$ cat src/verilog/trace_id_pipe.sv
`timescale 1ns/100ps

module trace_id_pipe #(
    parameter int ID_W = 8
) (
    input  logic            clk,
    input  logic            rst_n,
    input  logic            advance,     // Stages shifted into this cycle
    output logic [ID_W-1:0] fetch_id,
    output logic [ID_W-1:0] decode_id,
    output logic [ID_W-1:0] execute_id,
    output logic [ID_W-1:0] mem_id,
    output logic [ID_W-1:0] wb_id
);

    // Stage IDs of the previous cycle
    logic [ID_W-1:0] fetch_q;            // Also the wrapping ID counter
    logic [ID_W-1:0] decode_q;
    logic [ID_W-1:0] execute_q;
    logic [ID_W-1:0] mem_q;

    //////////////////////////////
    // History registers
    //////////////////////////////

    always_ff @(posedge clk) begin
        if (!rst_n) begin
            fetch_q   <= '0;             // First fetch ID is 0
            decode_q  <= '0;
            execute_q <= '0;
            mem_q     <= '0;
        end else begin
            fetch_q   <= fetch_id;
            decode_q  <= decode_id;
            execute_q <= execute_id;
            mem_q     <= mem_id;
        end
    end

    //////////////////////////////
    // Current stage IDs
    //////////////////////////////

    // Counter steps only when fetch moved on, wraps at 2**ID_W
    assign fetch_id   = advance ? fetch_q + ID_W'(1) : fetch_q;

    // Decode holds with fetch
    assign decode_id  = advance ? fetch_q : decode_q;

    // Back half shifts every cycle, execute ID is a bubble when held
    assign execute_id = decode_q;
    assign mem_id     = execute_q;
    assign wb_id      = mem_q;

endmodule

$ cat config.mk
export PLATFORM = sky130hd
export DESIGN_NAME = trace_id_pipe
export DESIGN_NICKNAME = d
export VERILOG_FILES = /design/src/verilog/trace_id_pipe.sv
export SDC_FILE = /design/constraint.sdc
export NUM_CORES = 1
export LEC_CHECK = 0
export BUFFER_PORTS_ARGS = -buffer_cell sky130_fd_sc_hd__buf_2
export CAP_MARGIN = 20
export CELL_PAD_IN_SITES_DETAIL_PLACEMENT = 0
export CELL_PAD_IN_SITES_GLOBAL_PLACEMENT = 1
export CORE_UTILIZATION = 35
export CTS_CLUSTER_SIZE = 20
export DETAILED_ROUTE_END_ITERATION = 6
export PLACE_DENSITY = 0.74
export RECOVER_POWER = 100
export SLEW_MARGIN = 40
export SYNTH_ARGS = -nofsm -noshare
export SYNTH_HDL_FRONTEND = slang
export SYNTH_SLANG_ARGS = --single-unit
$ cat constraint.sdc
create_clock -name clk -period 1.4 [get_ports clk]
set_clock_uncertainty 0.15 [all_clocks]
set_input_delay 0.14 -clock clk [delete_from_list [all_inputs] [get_ports clk]]
set_output_delay 0.14 -clock clk [all_outputs]
set_load 0.01 [all_outputs]
==> impl_metrics.env <==
export IMPL_rr_worst_depth=5
export IMPL_h_tree_depth=2
export IMPL_switching_power_mw=0.3637
export IMPL_yosysMostFrequentCell="dfxtp_1"
export IMPL_crit_arrival_ns=1.38
export IMPL_setup_viol=12
export IMPL_clkSinkCount=32
export IMPL_synth_edf_count=0
export IMPL_dpl_cell_area_mm2=0.001404
export IMPL_cts_path_max_buffers=2
export IMPL_synth_area_leaders="dfxtp_1, and2_1, mux2_2, xnor2_1, xor2_1"
export IMPL_drive_gt1_frac=0.5513
export IMPL_synthArstFlopShare=0
export IMPL_ff2ff_setup_slack_ns=0.09
export IMPL_hold_start="rst_n"
export IMPL_drt_iter0_markers=8
export IMPL_synthTopCellsByCount="dfxtp_1, and2_1, mux2_2"
export IMPL_drt_wl_total_um=2108
export IMPL_fin_cells=200
export IMPL_ys_flop_type="dfxtp_1"
export IMPL_crit_path_end_kind="output port"
export IMPL_ys_types=18
export IMPL_rsz0062_at_grt="true"
export IMPL_ir_worst_vdd_mv=0.3754
export IMPL_insertion_delay_ns=0.32
export IMPL_synth_seq_cells=32
export IMPL_holdPathStages=3
export IMPL_critical_path_required_ns=1.11
export IMPL_finalHoldViolations=0
export IMPL_p_total_mw=1.645
export IMPL_gp_congestion=0.7213
export IMPL_p_seq_frac=0.567
export IMPL_violations="negative setup slack"
export IMPL_fillers=288
export IMPL_critPathMaxFanout=4
export IMPL_syn_area_mm2=0.001120
export IMPL_holdWs_ns=0.1323
export IMPL_r2r_start="fetch_q[6]"
export IMPL_grt_util_all_layers=0.1277
export IMPL_fin_area_mm2=0.001697
export IMPL_start_util=0.3668
export IMPL_antenna_found_initial=0
export IMPL_slew_viol_final=0
export IMPL_syn_num_nets=103
export IMPL_die_width_um=58.57
export IMPL_synth_cells=99
export IMPL_die_area_mm2=0.003430
export IMPL_dp_cells=186
export IMPL_yosysTopAreaCellShare=0.5721
export IMPL_synth_top_area_cell="dfxtp_1"
export IMPL_io_pins=43
export IMPL_cts_tree="built"
export IMPL_grt_pass1_vias=756
export IMPL_core_mm2=0.003053
export IMPL_grt_pass1_wl_um=3208
export IMPL_internal_power_mw=1.282
export IMPL_nets=160
export IMPL_yosys_warnings=0
export IMPL_antenna_left=0
export IMPL_syn_area_per_cell_um2=11.31
export IMPL_drv_cap=0
export IMPL_status="finished with violations"
export IMPL_drc=0
export IMPL_setup_ws_ns=-0.2725
export IMPL_first_pass_iters=6
export IMPL_dr_total_vias=847
export IMPL_regArea_um2=654.4
export IMPL_clockRootBuffer="clkbuf_4"
export IMPL_fin_crit_ns=1.673
export IMPL_power_static_leakage_nw=0.8651
export IMPL_io_buffers=42
export IMPL_die_height_um=58.57
export IMPL_r2r_end="fetch_q[7]"
export IMPL_tightest_slew_ns=0.4440
export IMPL_worstHoldPathType="in2reg"
export IMPL_pwr_share_comb=0.084
export IMPL_insertedDiodeCount=0
export IMPL_routedWlPerCell_um=10.54
export IMPL_cts_buffers=5
export IMPL_cp_start_kind="flip-flop"
export IMPL_fp_row_count=20
export IMPL_whs_endpoint="fetch_q[7]"
export IMPL_overflow=0
export IMPL_areaGrowthSynthToFinish_pct=51.51
export IMPL_pwr_density_cell_mw_per_mm2=969.7
export IMPL_worst_setup_path_type="reg2out"
export IMPL_multiInputGateArea_um2=553.0
export IMPL_period_share=1.195
export IMPL_synth_seq_area_share=0.5721
export IMPL_p_clk_frac=0.348
export IMPL_clkSlewWorstSetupHoldPaths_ns=0.09
export IMPL_power_switching_share=0.2210
export IMPL_timing_fmax_mhz=597.9
export IMPL_slew_headroom=0.7040
export IMPL_hpwl_um=1418
export IMPL_vias_per_cell=4.235
export IMPL_grt_max_degree=35
## timing repair
item / in CTS / in global routing
endpoints found under the setup margin: 15 / 15
pin swaps: 8 / 5
buffers inserted: 5 / 2
resized for setup: 31 / 12
hold buffers: 0 / 0
## cells by family (layout without fill, tap and decap cells)
logic type	count (synthesis)	count (layout)	synth area share
and+or+nand+nor	43	43	0.2335
DFF	32	32	0.5721
muxes	11	11	0.1084
xor gates and xnor gates	6	6	0.04694
buffers and inverters	4	61	0.01676
AOI/OAI and AO/OA	2	2	0.01117
adders and majority gates	1	1	0.01117
## state kept, by name (all words and copies together) (netlist names)
signal      flops
execute_id      8
fetch_q         8
mem_id          8
wb_id           8
## final cells by class
type                       instances  area share
sequential                        32      0.3857
tap                               44     0.03245
multi-input combinational         63      0.3260
timing repair buffer              54      0.2176
clock buffer                       7     0.03835
## critical path, cell delays in order, from the launching register on
cell and delay [ns]:
dfxtp_4 0.39, nand4_4 0.14, or3_4 0.36, nand2_2 0.08, buf_6 0.09
## per-layer routing
layer	routed length (um)	GRT usage	vias to the layer above	part of all wire
met3	129	0.04615	2	0.061
met2	991	0.2085	26	0.47
met5	0	0	-	0
met4	20	0.07143	0	0.0095
li1	-	-	431	-
met1	967	0.1448	388	0.46
## power groups by stage
stage	Sequential [mW]	Combinational, mW	Clock [mW]
final	0.934	0.139	0.573
after global routing	0.935	0.153	0.623
after CTS	0.935	0.127	0.594
after detailed placement	0.953	0.0885	0
after global placement	0.952	0.0892	0
after floorplan	0.954	0.0516	0
## cell usage in the layout (no fill, tap or decap), types with 2 or more instances in the layout
cell and count:
and2_0 3, and2_1 26, buf_2 34, buf_4 7
buf_6 13, clkbuf_4 5, clkbuf_8 2, dfxtp_1 27
dfxtp_2 2, dfxtp_4 3, mux2_2 3, mux2_4 6
mux2i_1 2, nand2_1 4, nand2_2 2, nand2b_1 2
nand4_1 2, xnor2_2 3, xor2_1 2
## metrics by stage
step | util | setup slack, ns | setup TNS, ns
4_1_cts | 0.5361 | -0.3249 | -2.117
6_report | 0.5557 | -0.2725 | -2.148
3_5_place_dp | 0.4598 | -0.07749 | -0.1254
2_1_floorplan | - | 0.03815 | 0
5_1_grt | 0.5557 | -0.3420 | -2.917
3_3_place_gp | 0.4598 | -0.04793 | -0.04793
## worst max path at each step
stage	from	to	slack, ns	cells past startpoint
4_1_cts	fetch_q[1]	fetch_id[6]	-0.32	5
3_5_place_dp	fetch_q[0]	fetch_id[6]	-0.08	5
3_3_place_gp	fetch_q[0]	fetch_id[6]	-0.05	5
5_1_grt	fetch_q[0]	fetch_id[6]	-0.34	5
2_1_floorplan	fetch_q[0]	fetch_id[6]	0.04	4
6_report	fetch_q[1]	fetch_id[5]	-0.27	4
Power figures use the tool's default switching activity.
