`src/verilog/pipe_trace_pkg.sv`:
```
package pipe_trace_pkg;

    //////////////////////////////
    // Record field widths
    //////////////////////////////

    // Event code from one pipeline stage
    typedef logic [7:0]  stage_code_t;

    // Raw instruction word as seen in decode
    typedef logic [31:0] instr_word_t;

    // Stalled cycles spent in decode
    typedef logic [3:0]  hold_cnt_t;

    // Hold count sticks here, never wraps
    localparam hold_cnt_t HOLD_MAX = 4'd15;

    //////////////////////////////
    // Control FSM
    //////////////////////////////

    // RUN while the front end moves, HOLD after a sampled stall
    typedef enum logic {
        CTRL_RUN  = 1'b0,
        CTRL_HOLD = 1'b1
    } ctrl_state_t;

endpackage

```
`src/verilog/trace_retire.sv`:
```
`timescale 1ns/100ps

module trace_retire #(
    parameter int ID_W = 8
) (
    input  logic                        clk,
    input  logic                        rst_n,
    input  logic                        wb_valid,
    input  logic [ID_W-1:0]             wb_id,
    input  pipe_trace_pkg::stage_code_t wb_code,     // Live from the write-back stage
    input  pipe_trace_pkg::instr_word_t rd_instr,
    input  pipe_trace_pkg::stage_code_t rd_fetch_code,
    input  pipe_trace_pkg::stage_code_t rd_decode_code,
    input  pipe_trace_pkg::hold_cnt_t   rd_hold,
    input  pipe_trace_pkg::stage_code_t rd_execute_code,
    input  pipe_trace_pkg::stage_code_t rd_mem_code,
    output logic                        retire_valid,
    output logic [ID_W-1:0]             retire_id,
    output pipe_trace_pkg::instr_word_t retire_instr,
    output pipe_trace_pkg::stage_code_t retire_fetch_code,
    output pipe_trace_pkg::stage_code_t retire_decode_code,
    output pipe_trace_pkg::hold_cnt_t   retire_hold,
    output pipe_trace_pkg::stage_code_t retire_execute_code,
    output pipe_trace_pkg::stage_code_t retire_mem_code,
    output pipe_trace_pkg::stage_code_t retire_wb_code
);

    //////////////////////////////
    // Retire strobe
    //////////////////////////////

    always_ff @(posedge clk) begin
        if (!rst_n) begin
            retire_valid <= 1'b0;
        end else begin
            retire_valid <= wb_valid;    // One pulse per write-back cycle
        end
    end

    // Record fields, hold between pulses
    always_ff @(posedge clk) begin
        if (wb_valid) begin
            retire_id           <= wb_id;
            retire_instr        <= rd_instr;
            retire_fetch_code   <= rd_fetch_code;
            retire_decode_code  <= rd_decode_code;
            retire_hold         <= rd_hold;
            retire_execute_code <= rd_execute_code;
            retire_mem_code     <= rd_mem_code;
            retire_wb_code      <= wb_code;  // Not stored, taken straight from the stage
        end
    end

endmodule
```
`config.mk`:
```
export PLATFORM = sky130hd
export DESIGN_NAME = trace_retire
export DESIGN_NICKNAME = d
export VERILOG_FILES = /design/src/verilog/pipe_trace_pkg.sv /design/src/verilog/trace_retire.sv
export SDC_FILE = /design/constraint.sdc
export NUM_CORES = 1
export LEC_CHECK = 0
export ABC_CLOCK_PERIOD_IN_PS = 800
export BUFFER_PORTS_ARGS = -buffer_cell sky130_fd_sc_hd__buf_2
export CAP_MARGIN = 10
export CORE_MARGIN = 2
export CORE_UTILIZATION = 41
export DETAILED_ROUTE_END_ITERATION = 10
export MAX_ROUTING_LAYER = met4
export PLACE_DENSITY = 0.79
export SLEW_MARGIN = 10
export SYNTH_ARGS = -nofsm -noshare
export SYNTH_HDL_FRONTEND = slang
export SYNTH_SLANG_ARGS = --single-unit
```
`constraint.sdc`:
```
create_clock -name clk -period 0.8 [get_ports clk]
set_input_delay 0 -clock clk [delete_from_list [all_inputs] [get_ports clk]]
set_output_delay 0 -clock clk [all_outputs]
set_load 0.02 [all_outputs]
```
==> results.sh <==
export IMPL_tightestPinTransition_ns=0.2432
export IMPL_synth_cell_types=3
export IMPL_status="complete, but fails checks"
export IMPL_worstPathCellList="buf_6"
export IMPL_max_vdd_ir_drop_mv=1.841
export IMPL_leakagePower_nw=2.105
export IMPL_yosysMostFrequentCell="edfxtp_1"
export IMPL_cpPeakStageDelay_ns=0.43
export IMPL_ys_seq_area_share_pct=99.75
export IMPL_cpLargestDelayFamily="flip-flops"
export IMPL_port_buffers=171
export IMPL_vias_per_cell=4.495
export IMPL_synth_nets=173
export IMPL_async_flop_share_pct=0
export IMPL_areaGrowthSynthToFinish_pct=95.48
export IMPL_cp_max_fo=1
export IMPL_io_pin_count=172
export IMPL_root_buffer="clkbuf_8"
export IMPL_grt_overflow=0
export IMPL_cp_start_kind="register"
export IMPL_synthTopCellsByArea="edfxtp_1, dfxtp_1, and2_1"
export IMPL_holdWs_ns=0.1700
export IMPL_critPathCaptureType="primary output"
export IMPL_worst_ep_arrival_time_ns=0.93
export IMPL_dpl_worst_slack_ns=0.09263
export IMPL_start_util_pct=42.79
export IMPL_drv_slew=0
export IMPL_h_tree_depth=3
export IMPL_synth_seq_cells=85
export IMPL_grt_max_degree=48
export IMPL_hold_viol_final=0
export IMPL_path_buf_inv=1
export IMPL_syn_area_per_cell_um2=29.64
export IMPL_clk_pin_slew_worst_paths_ns=0.09
export IMPL_hold_path_class="input port to register"
export IMPL_cts_tree="yes"
export IMPL_required_ns=0.80
export IMPL_num_rows=28
export IMPL_grt_usage_pct=23.95
export IMPL_setup_viol=84
export IMPL_die_y_um=82.85
export IMPL_place_area_um2=3541
export IMPL_hold_start="wb_valid"
export IMPL_antenna_found_initial=1
export IMPL_grt_pass1_wl_mm=11.58
export IMPL_synth_top_area_share_pct=98.97
export IMPL_p_per_area_nw_per_um2=2035
export IMPL_cts_buffers=9
export IMPL_gp_congestion=0.8323
export IMPL_path_class="register to primary output"
export IMPL_synth_cells=86
export IMPL_period_needed_ns=0.9258
export IMPL_fin_nets=442
export IMPL_worst_slack_ns=-0.1258
export IMPL_min_path_cells=2
export IMPL_min_to="retire_decode_code[0]"
export IMPL_die_w_um=82.85
export IMPL_cpMaxStageDelayCell="edfxtp_1"
export IMPL_synth_edf_count=84
export IMPL_yosys_warnings=0
export IMPL_core_um2=5956
export IMPL_cts_sinks=85
export IMPL_maxSlewHeadroom_pct=83.79
export IMPL_ys_flop_type="edfxtp_1"
export IMPL_period_share_pct=115.7
export IMPL_rsz0062_at_grt="true"
export IMPL_fmaxAchievable_mhz=1080
export IMPL_detail_route_iter0_violations=88
export IMPL_vias=1960
export IMPL_grt_pass1_vias=2228
export IMPL_drive_gt1_share_pct=52.22
export IMPL_failed_checks="negative setup slack"
export IMPL_postRouteAntennaNets=0
export IMPL_die_area_um2=6863
export IMPL_drc=0
export IMPL_fill_cells=282
export IMPL_synth_area_um2=2549
export IMPL_fin_area_um2=4982
export IMPL_cts_max_path_buffers=2
export IMPL_routedWlPerCell_um=19.77
export IMPL_yosysTopAreaCell="edfxtp_1"
export IMPL_synth_common_cells="edfxtp_1, and2_1, dfxtp_1"
export IMPL_drtPass1Iterations=4
export IMPL_totalWireLength_mm=8.620
export IMPL_max_cap_violations=0
## power by group
group | switching, mW | internal (mW)
clock network | 1.46 | 1.45
logic | 0.824 | 0.946
registers | 0.168 | 5.29
total | 2.46 | 7.69
## cell usage in the layout, fill, tap and decap left out, drive strengths merged
cell type and count:
buf 173, dlygate4sd3 85, edfxtp 84, clkbuf 11, clkinvlp 2, diode 1
and2 1, inv 1, bufinv 1, clkinv 1, dfxtp 1
## metrics by stage
step           total power [mW]  setup TNS [ns]  std cells  utilization [%]
6_report                  10.14          -6.629        436            83.66
3_3_place_gp              6.530               0        334            59.45
4_1_cts                   9.883          -7.213        435            79.58
5_1_grt                   10.51          -10.30        436            83.66
2_1_floorplan             5.934               0         86                -
3_5_place_dp              6.572               0        334            59.45
## how the worst max path moves through the flow
| stage | endpoint | start | cells after the start | slack (ns) |
|---|---|---|---|---|
| 6_report | retire_instr[28] | retire_instr[28] | 1 | -0.13 |
| 5_1_grt | retire_decode_code[2] | retire_decode_code[2] | 1 | -0.16 |
| 4_1_cts | retire_id[6] | retire_id[6] | 1 | -0.12 |
| 3_5_place_dp | retire_fetch_code[4] | wb_valid | 2 | 0.09 |
| 3_3_place_gp | retire_instr[8] | wb_valid | 2 | 0.11 |
| 2_1_floorplan | retire_decode_code[0] | retire_decode_code[0] | 0 | 0.35 |
## flip-flops by register name (all words and copies together), names as in the netlist
register	count
retire_wb_code	8
retire_fetch_code	8
retire_mem_code	8
retire_instr	32
retire_hold	4
retire_decode_code	8
retire_valid	1
retire_id	8
retire_execute_code	8
## cell type report
| class | instances | area [um^2] | share of cell area, % |
|---|---|---|---|
| flip-flops and latches | 85 | 2544 | 51.05 |
| repair buffers | 258 | 2146 | 43.07 |
| diodes | 1 | 2.502 | 0.05023 |
| well taps | 75 | 93.84 | 1.883 |
| clock inverters | 5 | 58.81 | 1.180 |
| clock buffers | 11 | 131.4 | 2.637 |
| multi-input cells | 1 | 6.256 | 0.1256 |
## cells by family after synthesis
family	after synthesis	share of synthesized area [%]
flops	85	99.75
simple gates	1	0.2456
## timing repair
action                                  in CTS  in global routing
pin swaps                                    0                  0
setup buffers                                0                  0
endpoints found under the setup margin      85                 85
endpoints found under the hold margin       85                  0
resized for setup                           51                 78
hold buffers                                85                  0
## per-layer routing
layer,GRT usage [%],up-vias,share of wire [%]
li1,-,888,-
met1,22.10,942,33
met2,43.18,108,59
met3,5.765,22,4.8
met4,16.10,0,3.7
met5,-,-,0
(Power assumes the default switching activity.)
