<file path="config.mk">
export PLATFORM = sky130hd
export DESIGN_NAME = trace_ctrl
export DESIGN_NICKNAME = d
export VERILOG_FILES = /design/src/verilog/pipe_trace_pkg.sv /design/src/verilog/trace_ctrl.sv
export SDC_FILE = /design/constraint.sdc
export NUM_CORES = 1
export LEC_CHECK = 0
export BUFFER_PORTS_ARGS = -buffer_cell sky130_fd_sc_hd__buf_4
export CAP_MARGIN = 20
export CORE_AREA = 8 8 45 47
export CTS_CLUSTER_DIAMETER = 50
export DETAILED_ROUTE_END_ITERATION = 10
export DIE_AREA = 0 0 53 55
export GPL_TIMING_DRIVEN = 0
export PLACE_DENSITY = 0.43
export SLEW_MARGIN = 20
export SYNTH_ARGS = -nofsm -noshare
export SYNTH_HDL_FRONTEND = slang
export SYNTH_SLANG_ARGS = --single-unit
</file>
<file path="constraint.sdc">
create_clock -name clk -period 1.01 [get_ports clk]
set_input_delay 0.202 -clock clk [delete_from_list [all_inputs] [get_ports clk]]
set_output_delay 0.202 -clock clk [all_outputs]
set_load 0.01 [all_outputs]
</file>
<file path="src/verilog/pipe_trace_pkg.sv">
package pipe_trace_pkg;

    //////////////////////////////
    // Record field widths
    //////////////////////////////

    // Event code from one pipeline stage
    typedef logic [7:0]  stage_code_t;

    // Raw instruction word as seen in decode
    typedef logic [31:0] instr_word_t;

    // Stalled cycles spent in decode
    typedef logic [3:0]  hold_cnt_t;

    // Hold count sticks here, never wraps
    localparam hold_cnt_t HOLD_MAX = 4'd15;

    //////////////////////////////
    // Control FSM
    //////////////////////////////

    // RUN while the front end moves, HOLD after a sampled stall
    typedef enum logic {
        CTRL_RUN  = 1'b0,
        CTRL_HOLD = 1'b1
    } ctrl_state_t;

endpackage

</file>
<file path="src/verilog/trace_ctrl.sv">
`timescale 1ns/100ps

module trace_ctrl (
    input  logic clk,
    input  logic rst_n,
    input  logic stall,          // Front end held this cycle
    output logic fetch_valid,
    output logic decode_valid,
    output logic execute_valid,
    output logic mem_valid,
    output logic wb_valid,
    output logic advance,        // Stages moved into this cycle
    output logic fetch_new       // First cycle of an ID in fetch
);

    pipe_trace_pkg::ctrl_state_t state;

    //////////////////////////////
    // State and front-end flags
    //////////////////////////////

    // Reset parks the FSM in HOLD so advance stays low
    always_ff @(posedge clk) begin
        if (!rst_n) begin
            state       <= pipe_trace_pkg::CTRL_HOLD;
            fetch_valid <= 1'b0;
            fetch_new   <= 1'b0;
        end else if (!fetch_valid) begin
            // First edge out of reset, ID 0 lands in fetch without a shift
            state       <= pipe_trace_pkg::CTRL_HOLD;
            fetch_valid <= 1'b1;
            fetch_new   <= 1'b1;
        end else begin
            state       <= stall ? pipe_trace_pkg::CTRL_HOLD : pipe_trace_pkg::CTRL_RUN;
            fetch_new   <= !stall;           // New ID only when fetch moved on
        end
    end

    assign advance = (state == pipe_trace_pkg::CTRL_RUN); // Flop driven

    //////////////////////////////
    // Valid chain
    //////////////////////////////

    always_ff @(posedge clk) begin
        if (!rst_n) begin
            decode_valid  <= 1'b0;
            execute_valid <= 1'b0;
            mem_valid     <= 1'b0;
            wb_valid      <= 1'b0;
        end else if (fetch_valid) begin
            if (!stall) begin
                decode_valid <= fetch_valid;    // Decode keeps its valid through a hold
            end
            execute_valid <= decode_valid && !stall; // Bubble on stalled cycles
            mem_valid     <= execute_valid;      // Back end never stalls
            wb_valid      <= mem_valid;
        end
    end

endmodule

</file>
==> results.tsv, run 1 <==
metric	value	unit
GR Layer Usage met1	4.27	%
launching point of the worst reg2reg path	fetch_valid	
Post-CTS Setup Bufs	0	
reg2reg end	decode_valid	
Synth Cell Area	223	um^2
Avg Vias per Cell	3.63	
grt ovf	0	
sequential area share after synthesis	62.9	%
hold path cells	1	
vias in the first global route	185	
Critical Path End Type	output port	
Syn Nets	22	
PortBufs	9	
RD Place Congestion	0.618	
CP peak stage delay	0.36	ns
synth cell count leaders	dfxtp_1, mux2i_1, nand2_1, nor2b_1	
Synth top area share	62.9	%
TritonCTS Buffers	3	
Fmax	1050	MHz
Worst Max-Slew Pin Slew	0.149	ns
CP required	0.81	ns
DR vias	174	
post-route design area	340	um^2
asr flop ratio synth	0	%
slowest library cell on the worst path	dfxtp_4	
Main synth FF type	dfxtp_1	
initial antenna violation count	0	
fin. max-slew vios	0	
final hold vios	0	
Placeable Area	1380	um^2
hold buffers post-CTS	0	
n_diodes	0	
Root Buffer	clkbuf_4	
most frequent cell after synthesis	dfxtp_1	
DP Area	310	um^2
critical path peak fanout	7	
number of synthesized flops with an enable pin	0	
setup TNS	0	ns
clock share of power	42.2	%
leak pwr	0.162	nW
DIE AREA	2920	um^2
synth unique cells	10	
first-pass GRT wire length	793	um
Avg Cell Area, Syn	11.7	um^2
Seq cells post-synth	7	
Place WS	0.180	ns
M2 GR Usage	4.10	%
Syn. warnings	0	
die width	53	um
post-synthesis instance total	19	
Setup crit start	fetch_valid	
Crit path max-delay family	flip-flops	
DRC viols	0	
DRT antenna net count	0	
synth-to-layout area growth	52.8	%
gr usage total	3.94	%
Hold/Removal Path Class	in -> reg	
CTS tree	yes	
clock-pin slew on the worst setup and hold paths	0.05	ns
Synth area leaders	dfxtp_1, mux2i_1, nor2b_1, nand4b_1, a21boi_0	
Reg2Reg Depth	2	
sequential share of power	50.2	%
RSZ-0062 raised after global routing	no	
Buffers & Inverters on Critical Path	1	
drt wl/cell	10.4	um
status	completed	
Pre-antenna DRT Iters	2	
clk buf depth	2	
I/O pins	10	
largest net degree at the start of global routing	9	
post-synth top area cell	dfxtp_1	
CP Cell Sequence	buf_4	
Hold Path End	fetch_valid	
H-tree depth	1	
min Tclk post-route	0.952	ns
Nets	36	
combinational share of power	7.6	%
number of max-cap violations	0	
final setup margin	0.0584	ns
Worst Setup Start Kind	flip-flop	
DRT iter0 DRCs	1	
sw frac	21.2	%
met3 GRT Util	5.35	%
maximum vdd drop	0.000831	V
Slew HR	90.0	%
Initial Utilization	16.1	%
die height	55	um
final WL	497	um
busiest grt layer	met3	
r2r setup slk	0.22	ns
Worst-Skew Late Latency	0.25	ns
final setup fails	0	
net switching power	0.125	mW
fin crit share	94.2	%
Clock Sinks	7	
critical path class	reg -> out	
Rows	14	
Arr. time, crit path	0.75	ns
Fin Clk Skew	0.00477	ns
layout cells sized above 1	40.6	%
pwr dens	1730	nW/um^2
P_int	0.463	mW
hold path start	rst_n	
## flip-flops by register name, summed over array words and instances (netlist names)
register and flops:
mem_valid 1, wb_valid 1, decode_valid 1, state 1, fetch_new 1, execute_valid 1
fetch_valid 1
## worst max-delay path by stage
| stage | endpoint | cells past startpoint | slack [ns] |
|---|---|---|---|
| finish | fetch_valid | 1 | 0.06 |
| global route | execute_valid | 1 | 0.02 |
| CTS | fetch_valid | 1 | 0.02 |
| detailed placement | wb_valid | 2 | 0.18 |
| global placement | decode_valid | 2 | 0.20 |
| floorplan | decode_valid | 2 | 0.19 |
## cell families (layout without fill, tap and decap cells)
logic type	after synthesis	in the layout	synth area share, %
buf+inv	1	14	1.68
compound gates	2	2	6.74
flops	7	7	62.9
mux	2	2	8.99
simple gates	7	7	19.7
## worst register-to-register path: stages, from the launching register on
cell	delay (ns)
dfxtp_4	0.36
and2b_1	0.17
o21a_1	0.16
## power groups by stage
stage	Sequential [mW]	Combinational (mW)	Clock [mW]
final	0.295	0.0447	0.248
after global placement	0.301	0.0439	0
after floorplan	0.304	0.0128	0
after global routing	0.296	0.0485	0.280
after CTS	0.296	0.0454	0.264
after detailed placement	0.302	0.0453	0
## routing by layer
metal | wire length (um) | part of all wire (%)
met1 | 234 | 47
met2 | 159 | 32
met3 | 104 | 21
met4 | 0 | 0
met5 | 0 | 0
## layout make-up
cell class	instances	area (um^2)
fill	144	1040
sequential	7	144
tap	16	20.0
inverter	1	3.75
timing repair buffer	9	67.6
clock buffer	4	26.3
multi-input combinational	11	78.8
## what timing repair did
action / 4_1_cts / 5_1_grt
gates resized for setup: 1 / 1
endpoints found under the setup margin: 1 / 1
cloned: 0 / 0
## cells in the final DEF (no fill, tap or decap)
cell type	Yosys	final
dfxtp_1	7	6
nand2_1	2	2
inv_1	1	1
a21boi_0	1	1
nor2b_1	2	2
nand3b_1	1	1
nand4b_1	1	1
buf_4	0	9
mux2i_1	2	2
and2b_1	1	1
clkbuf_1	0	1
clkbuf_4	0	3
dfxtp_4	0	1
o21a_1	1	1
## per-stage QoR
| step | std cells | total power, mW | util (%) | hold slack [ns] |
|---|---|---|---|---|
| 5_1_grt | 48 | 0.624 | 24.6 | 0.111 |
| 3_5_place_dp | 44 | 0.347 | 22.4 | 0.366 |
| 4_1_cts | 48 | 0.606 | 24.4 | 0.104 |
| 2_1_floorplan | 19 | 0.317 | - | 0.230 |
| 6_report | 48 | 0.588 | 24.6 | 0.116 |
| 3_3_place_gp | 44 | 0.344 | 22.4 | 0.359 |
Note: power is estimated with default switching activity, not from simulation.
==> run 2, diff against run 1 <==
==> constraint.sdc (replaced) <==
create_clock -name clk -period 1.1 [get_ports clk]
set_input_delay 0.22 -clock clk [delete_from_list [all_inputs] [get_ports clk]]
set_output_delay 0.22 -clock clk [all_outputs]
set_load 0.01 [all_outputs]
==> results.tsv, run 2 (same netlist as run 1, synthesis figures left out) <==
metric	value	unit
status	completed	
H-tree depth	1	
Crit path max-delay family	flip-flops	
CP peak stage delay	0.39	ns
initial antenna violation count	0	
TritonCTS Buffers	3	
DR vias	174	
sw frac	21.2	%
top sig layer	met3	
synth-to-layout area growth	51.7	%
n_diodes	0	
clock share of power	42.1	%
Worst Setup Start Kind	flip-flop	
DRT antenna net count	0	
area of the multi-input gates	78.8	um^2
DIE AREA	2920	um^2
final setup fails	0	
slowest library cell on the worst path	dfxtp_2	
Fin Clk Skew	0.00470	ns
final WL	496	um
layout cells sized above 1	40.6	%
critical path peak fanout	7	
placed insts	44	
DP Area	310	um^2
leak pwr	0.162	nW
combinational share of power	7.6	%
sequential share of power	50.3	%
number of max-cap violations	0	
net switching power	0.115	mW
pwr dens	1600	nW/um^2
Worst-Skew Late Latency	0.25	ns
largest net degree at the start of global routing	9	
min Tclk post-route	0.996	ns
storage element area	141	um^2
first-pass GRT wire length	793	um
post-route insts no fill	48	
Worst Max-Slew Pin Slew	0.148	ns
Post-Route M1 WL	233	um
DRT iter0 DRCs	1	
DRC viols	0	
Fill cells	145	
I/O pins	10	
setup TNS	0	ns
drt wl/cell	10.3	um
vias in the first global route	185	
Initial Utilization	16.1	%
die width	53	um
Nets	36	
CP required	0.88	ns
Slew HR	90.0	%
Clock Sinks	7	
Fmax	1000	MHz
Rows	14	
Avg Vias per Cell	3.63	
maximum vdd drop	0.000763	V
Root Buffer	clkbuf_4	
Met3 Wirelength	104	um
Critical Path End Type	output port	
Finished Core Util	24.4	%
Arr. time, crit path	0.78	ns
met2 WL post-DR	159	um
fin. max-slew vios	0	
RSZ-0062 raised after global routing	no	
PortBufs	9	
CP Cell Sequence	buf_4	
clk buf depth	2	
fin crit share	90.6	%
most frequent cells in the layout	buf_4, dfxtp_1, clkbuf_4	
grt ovf	0	
final hold vios	0	
total power	0.541	mW
Pre-antenna DRT Iters	2	
RD Place Congestion	0.618	
die height	55	um
Placeable Area	1380	um^2
critical path class	reg -> out	
Hold/Removal Path Class	in -> reg	
gr usage total	3.94	%
clock-pin slew on the worst setup and hold paths	0.05	ns
CTS tree	yes	
post-route design area	338	um^2
Buffers & Inverters on Critical Path	1	
P_int	0.427	mW
commonest non-fill, non-tap cell in the layout	buf_4	
==> run 2: power groups by stage <==
stage          clock network, mW  registers, mW  logic, mW
6_report                   0.228          0.272     0.0410
4_1_cts                    0.242          0.272     0.0417
5_1_grt                    0.257          0.273     0.0446
3_3_place_gp                   0          0.276     0.0403
2_1_floorplan                  0          0.280     0.0118
3_5_place_dp                   0          0.277     0.0416
==> run 2: path summary, 6_finish.rpt <==
| check | startpoint | endpoint | slack [ns] | depth (start not counted) |
|---|---|---|---|---|
| min reg2reg | execute_valid | execute_valid | 0.51 | 2 |
| min | rst_n | fetch_valid | 0.13 | 1 |
| max reg2reg | fetch_valid | decode_valid | 0.31 | 2 |
| max | fetch_valid | fetch_valid | 0.10 | 1 |
==> run 2: final cells by class <==
class	count	area share, %
clock buffers	4	7.78
inverters	1	1.11
multi-input cells	11	23.3
flip-flops and latches	7	41.9
well taps	16	5.93
repair buffers	9	20.0
==> run 2: repair_timing <==
item / 4_1_cts / 5_1_grt
hold buffers: 0 / 0
buffers inserted: 0 / 0
endpoints found under the setup margin: 0 / 1
gates resized for setup: 0 / 1
hold endpoints to repair: 0 / 0
==> run 2: per-layer routing <==
metal,global-route usage [%],vias to the layer above
li1,-,89
met1,4.27,73
met2,4.10,12
met3,5.35,0
met4,1.29,0
met5,0,-
==> run 2: stage by stage <==
step	hold slack, ns	worst slack [ns]
final	0.133	0.104
after global routing	0.128	0.0517
after CTS	0.123	0.00424
after detailed placement	0.384	0.270
after global placement	0.377	0.290
after floorplan	0.248	0.278
==> run 3, diff against run 2 <==
--- a/config.mk
+++ b/config.mk
@@ -12,7 +12,6 @@
 export DETAILED_ROUTE_END_ITERATION = 10
 export DIE_AREA = 0 0 53 55
 export GPL_TIMING_DRIVEN = 0
-export PLACE_DENSITY = 0.43
 export SLEW_MARGIN = 20
 export SYNTH_ARGS = -nofsm -noshare
 export SYNTH_HDL_FRONTEND = slang
==> results.tsv, run 3 (same netlist as run 1, synthesis figures left out) <==
metric	value	unit
status	completed	
total power	0.536	mW
Finished Core Util	24.4	%
n_diodes	0	
Clock Sinks	7	
leak pwr	0.162	nW
post-route design area	338	um^2
top sig layer	met3	
Nets	36	
Initial Utilization	16.1	%
Root Buffer	clkbuf_4	
Post-CTS Setup Bufs	0	
most frequent cells in the layout	buf_4, dfxtp_1, clkbuf_4	
met2 WL post-DR	215	um
Resize count post-CTS	0	
Rows	14	
Post-Route M1 WL	149	um
die width	53	um
PortBufs	9	
DRT antenna net count	0	
CTS tree	yes	
Placeable Area	1380	um^2
TritonCTS Buffers	3	
setup TNS	0	ns
Avg Vias per Cell	3.67	
CP required	0.88	ns
Arr. time, crit path	0.77	ns
Hold/Removal Path Class	in -> reg	
die height	55	um
clk buf depth	2	
Buffers & Inverters on Critical Path	1	
gr usage total	3.35	%
clock-pin slew on the worst setup and hold paths	0.04	ns
Worst Max-Slew Pin Slew	0.156	ns
drt wl/cell	9.15	um
commonest non-fill, non-tap cell in the layout	buf_4	
DRC viols	0	
hold slack	0.134	ns
number of max-cap violations	0	
clock share of power	41.8	%
Place WS	0.275	ns
I/O pins	10	
combinational share of power	7.5	%
DRT iter0 DRCs	3	
min Tclk post-route	0.991	ns
grt ovf	0	
final setup fails	0	
critical path class	reg -> out	
storage element area	141	um^2
synth-to-layout area growth	51.7	%
Fmax	1010	MHz
hold buffers post-CTS	0	
pwr dens	1590	nW/um^2
DR vias	176	
CP peak stage delay	0.39	ns
final WL	439	um
initial antenna violation count	0	
slowest library cell on the worst path	dfxtp_2	
Critical Path End Type	output port	
sw frac	20.4	%
H-tree depth	1	
P_int	0.427	mW
Worst Setup Start Kind	flip-flop	
final hold vios	0	
RSZ-0062 raised after global routing	no	
layout cells sized above 1	40.6	%
DP Area	310	um^2
CP Cell Sequence	buf_4	
post-route insts no fill	48	
first-pass GRT wire length	648	um
DIE AREA	2920	um^2
RD Place Congestion	0.687	
Pre-antenna DRT Iters	2	
sequential share of power	50.8	%
Worst-Skew Late Latency	0.25	ns
area of the multi-input gates	78.8	um^2
fin crit share	90.1	%
net switching power	0.109	mW
placed insts	44	
Crit path max-delay family	flip-flops	
Slew HR	89.5	%
Fill cells	155	
Fin Clk Skew	0.00583	ns
maximum vdd drop	0.000538	V
Met3 Wirelength	74	um
fin. max-slew vios	0	
critical path peak fanout	7	
final setup margin	0.109	ns
vias in the first global route	166	
largest net degree at the start of global routing	9	
-- run 3: cell counts in the layout (fill, tap and decap cells not counted) --
No cell type changed its count.
-- run 3: power by group through the flow --
stage	Clock, mW	Sequential, mW	Combinational [mW]
finish	0.224	0.272	0.0401
global route	0.246	0.273	0.0433
CTS	0.238	0.272	0.0411
detailed placement	0	0.277	0.0410
global placement	0	0.276	0.0406
floorplan	0	0.280	0.0118
-- run 3: layer usage --
layer  up-vias  track usage, %
li1         89               -
met2        11            5.27
met3         0            4.01
met4         0            1.29
met5         -               0
met1        76            2.46
-- run 3: final timing paths --
| check | from | end | slack (ns) | cells past startpoint |
|---|---|---|---|---|
| worst min register to register | execute_valid | execute_valid | 0.49 | 2 |
| worst max-delay path | fetch_valid | fetch_valid | 0.11 | 1 |
| worst min-delay path | rst_n | fetch_valid | 0.13 | 1 |
| worst max register to register | fetch_valid | decode_valid | 0.32 | 2 |
-- run 3: area by class of cell --
| cell class | count | share of cell area (%) |
|---|---|---|
| inverters | 1 | 1.11 |
| well taps | 16 | 5.93 |
| repair buffers | 9 | 20.0 |
| multi-input cells | 11 | 23.3 |
| flip-flops and latches | 7 | 41.9 |
| clock buffers | 4 | 7.78 |
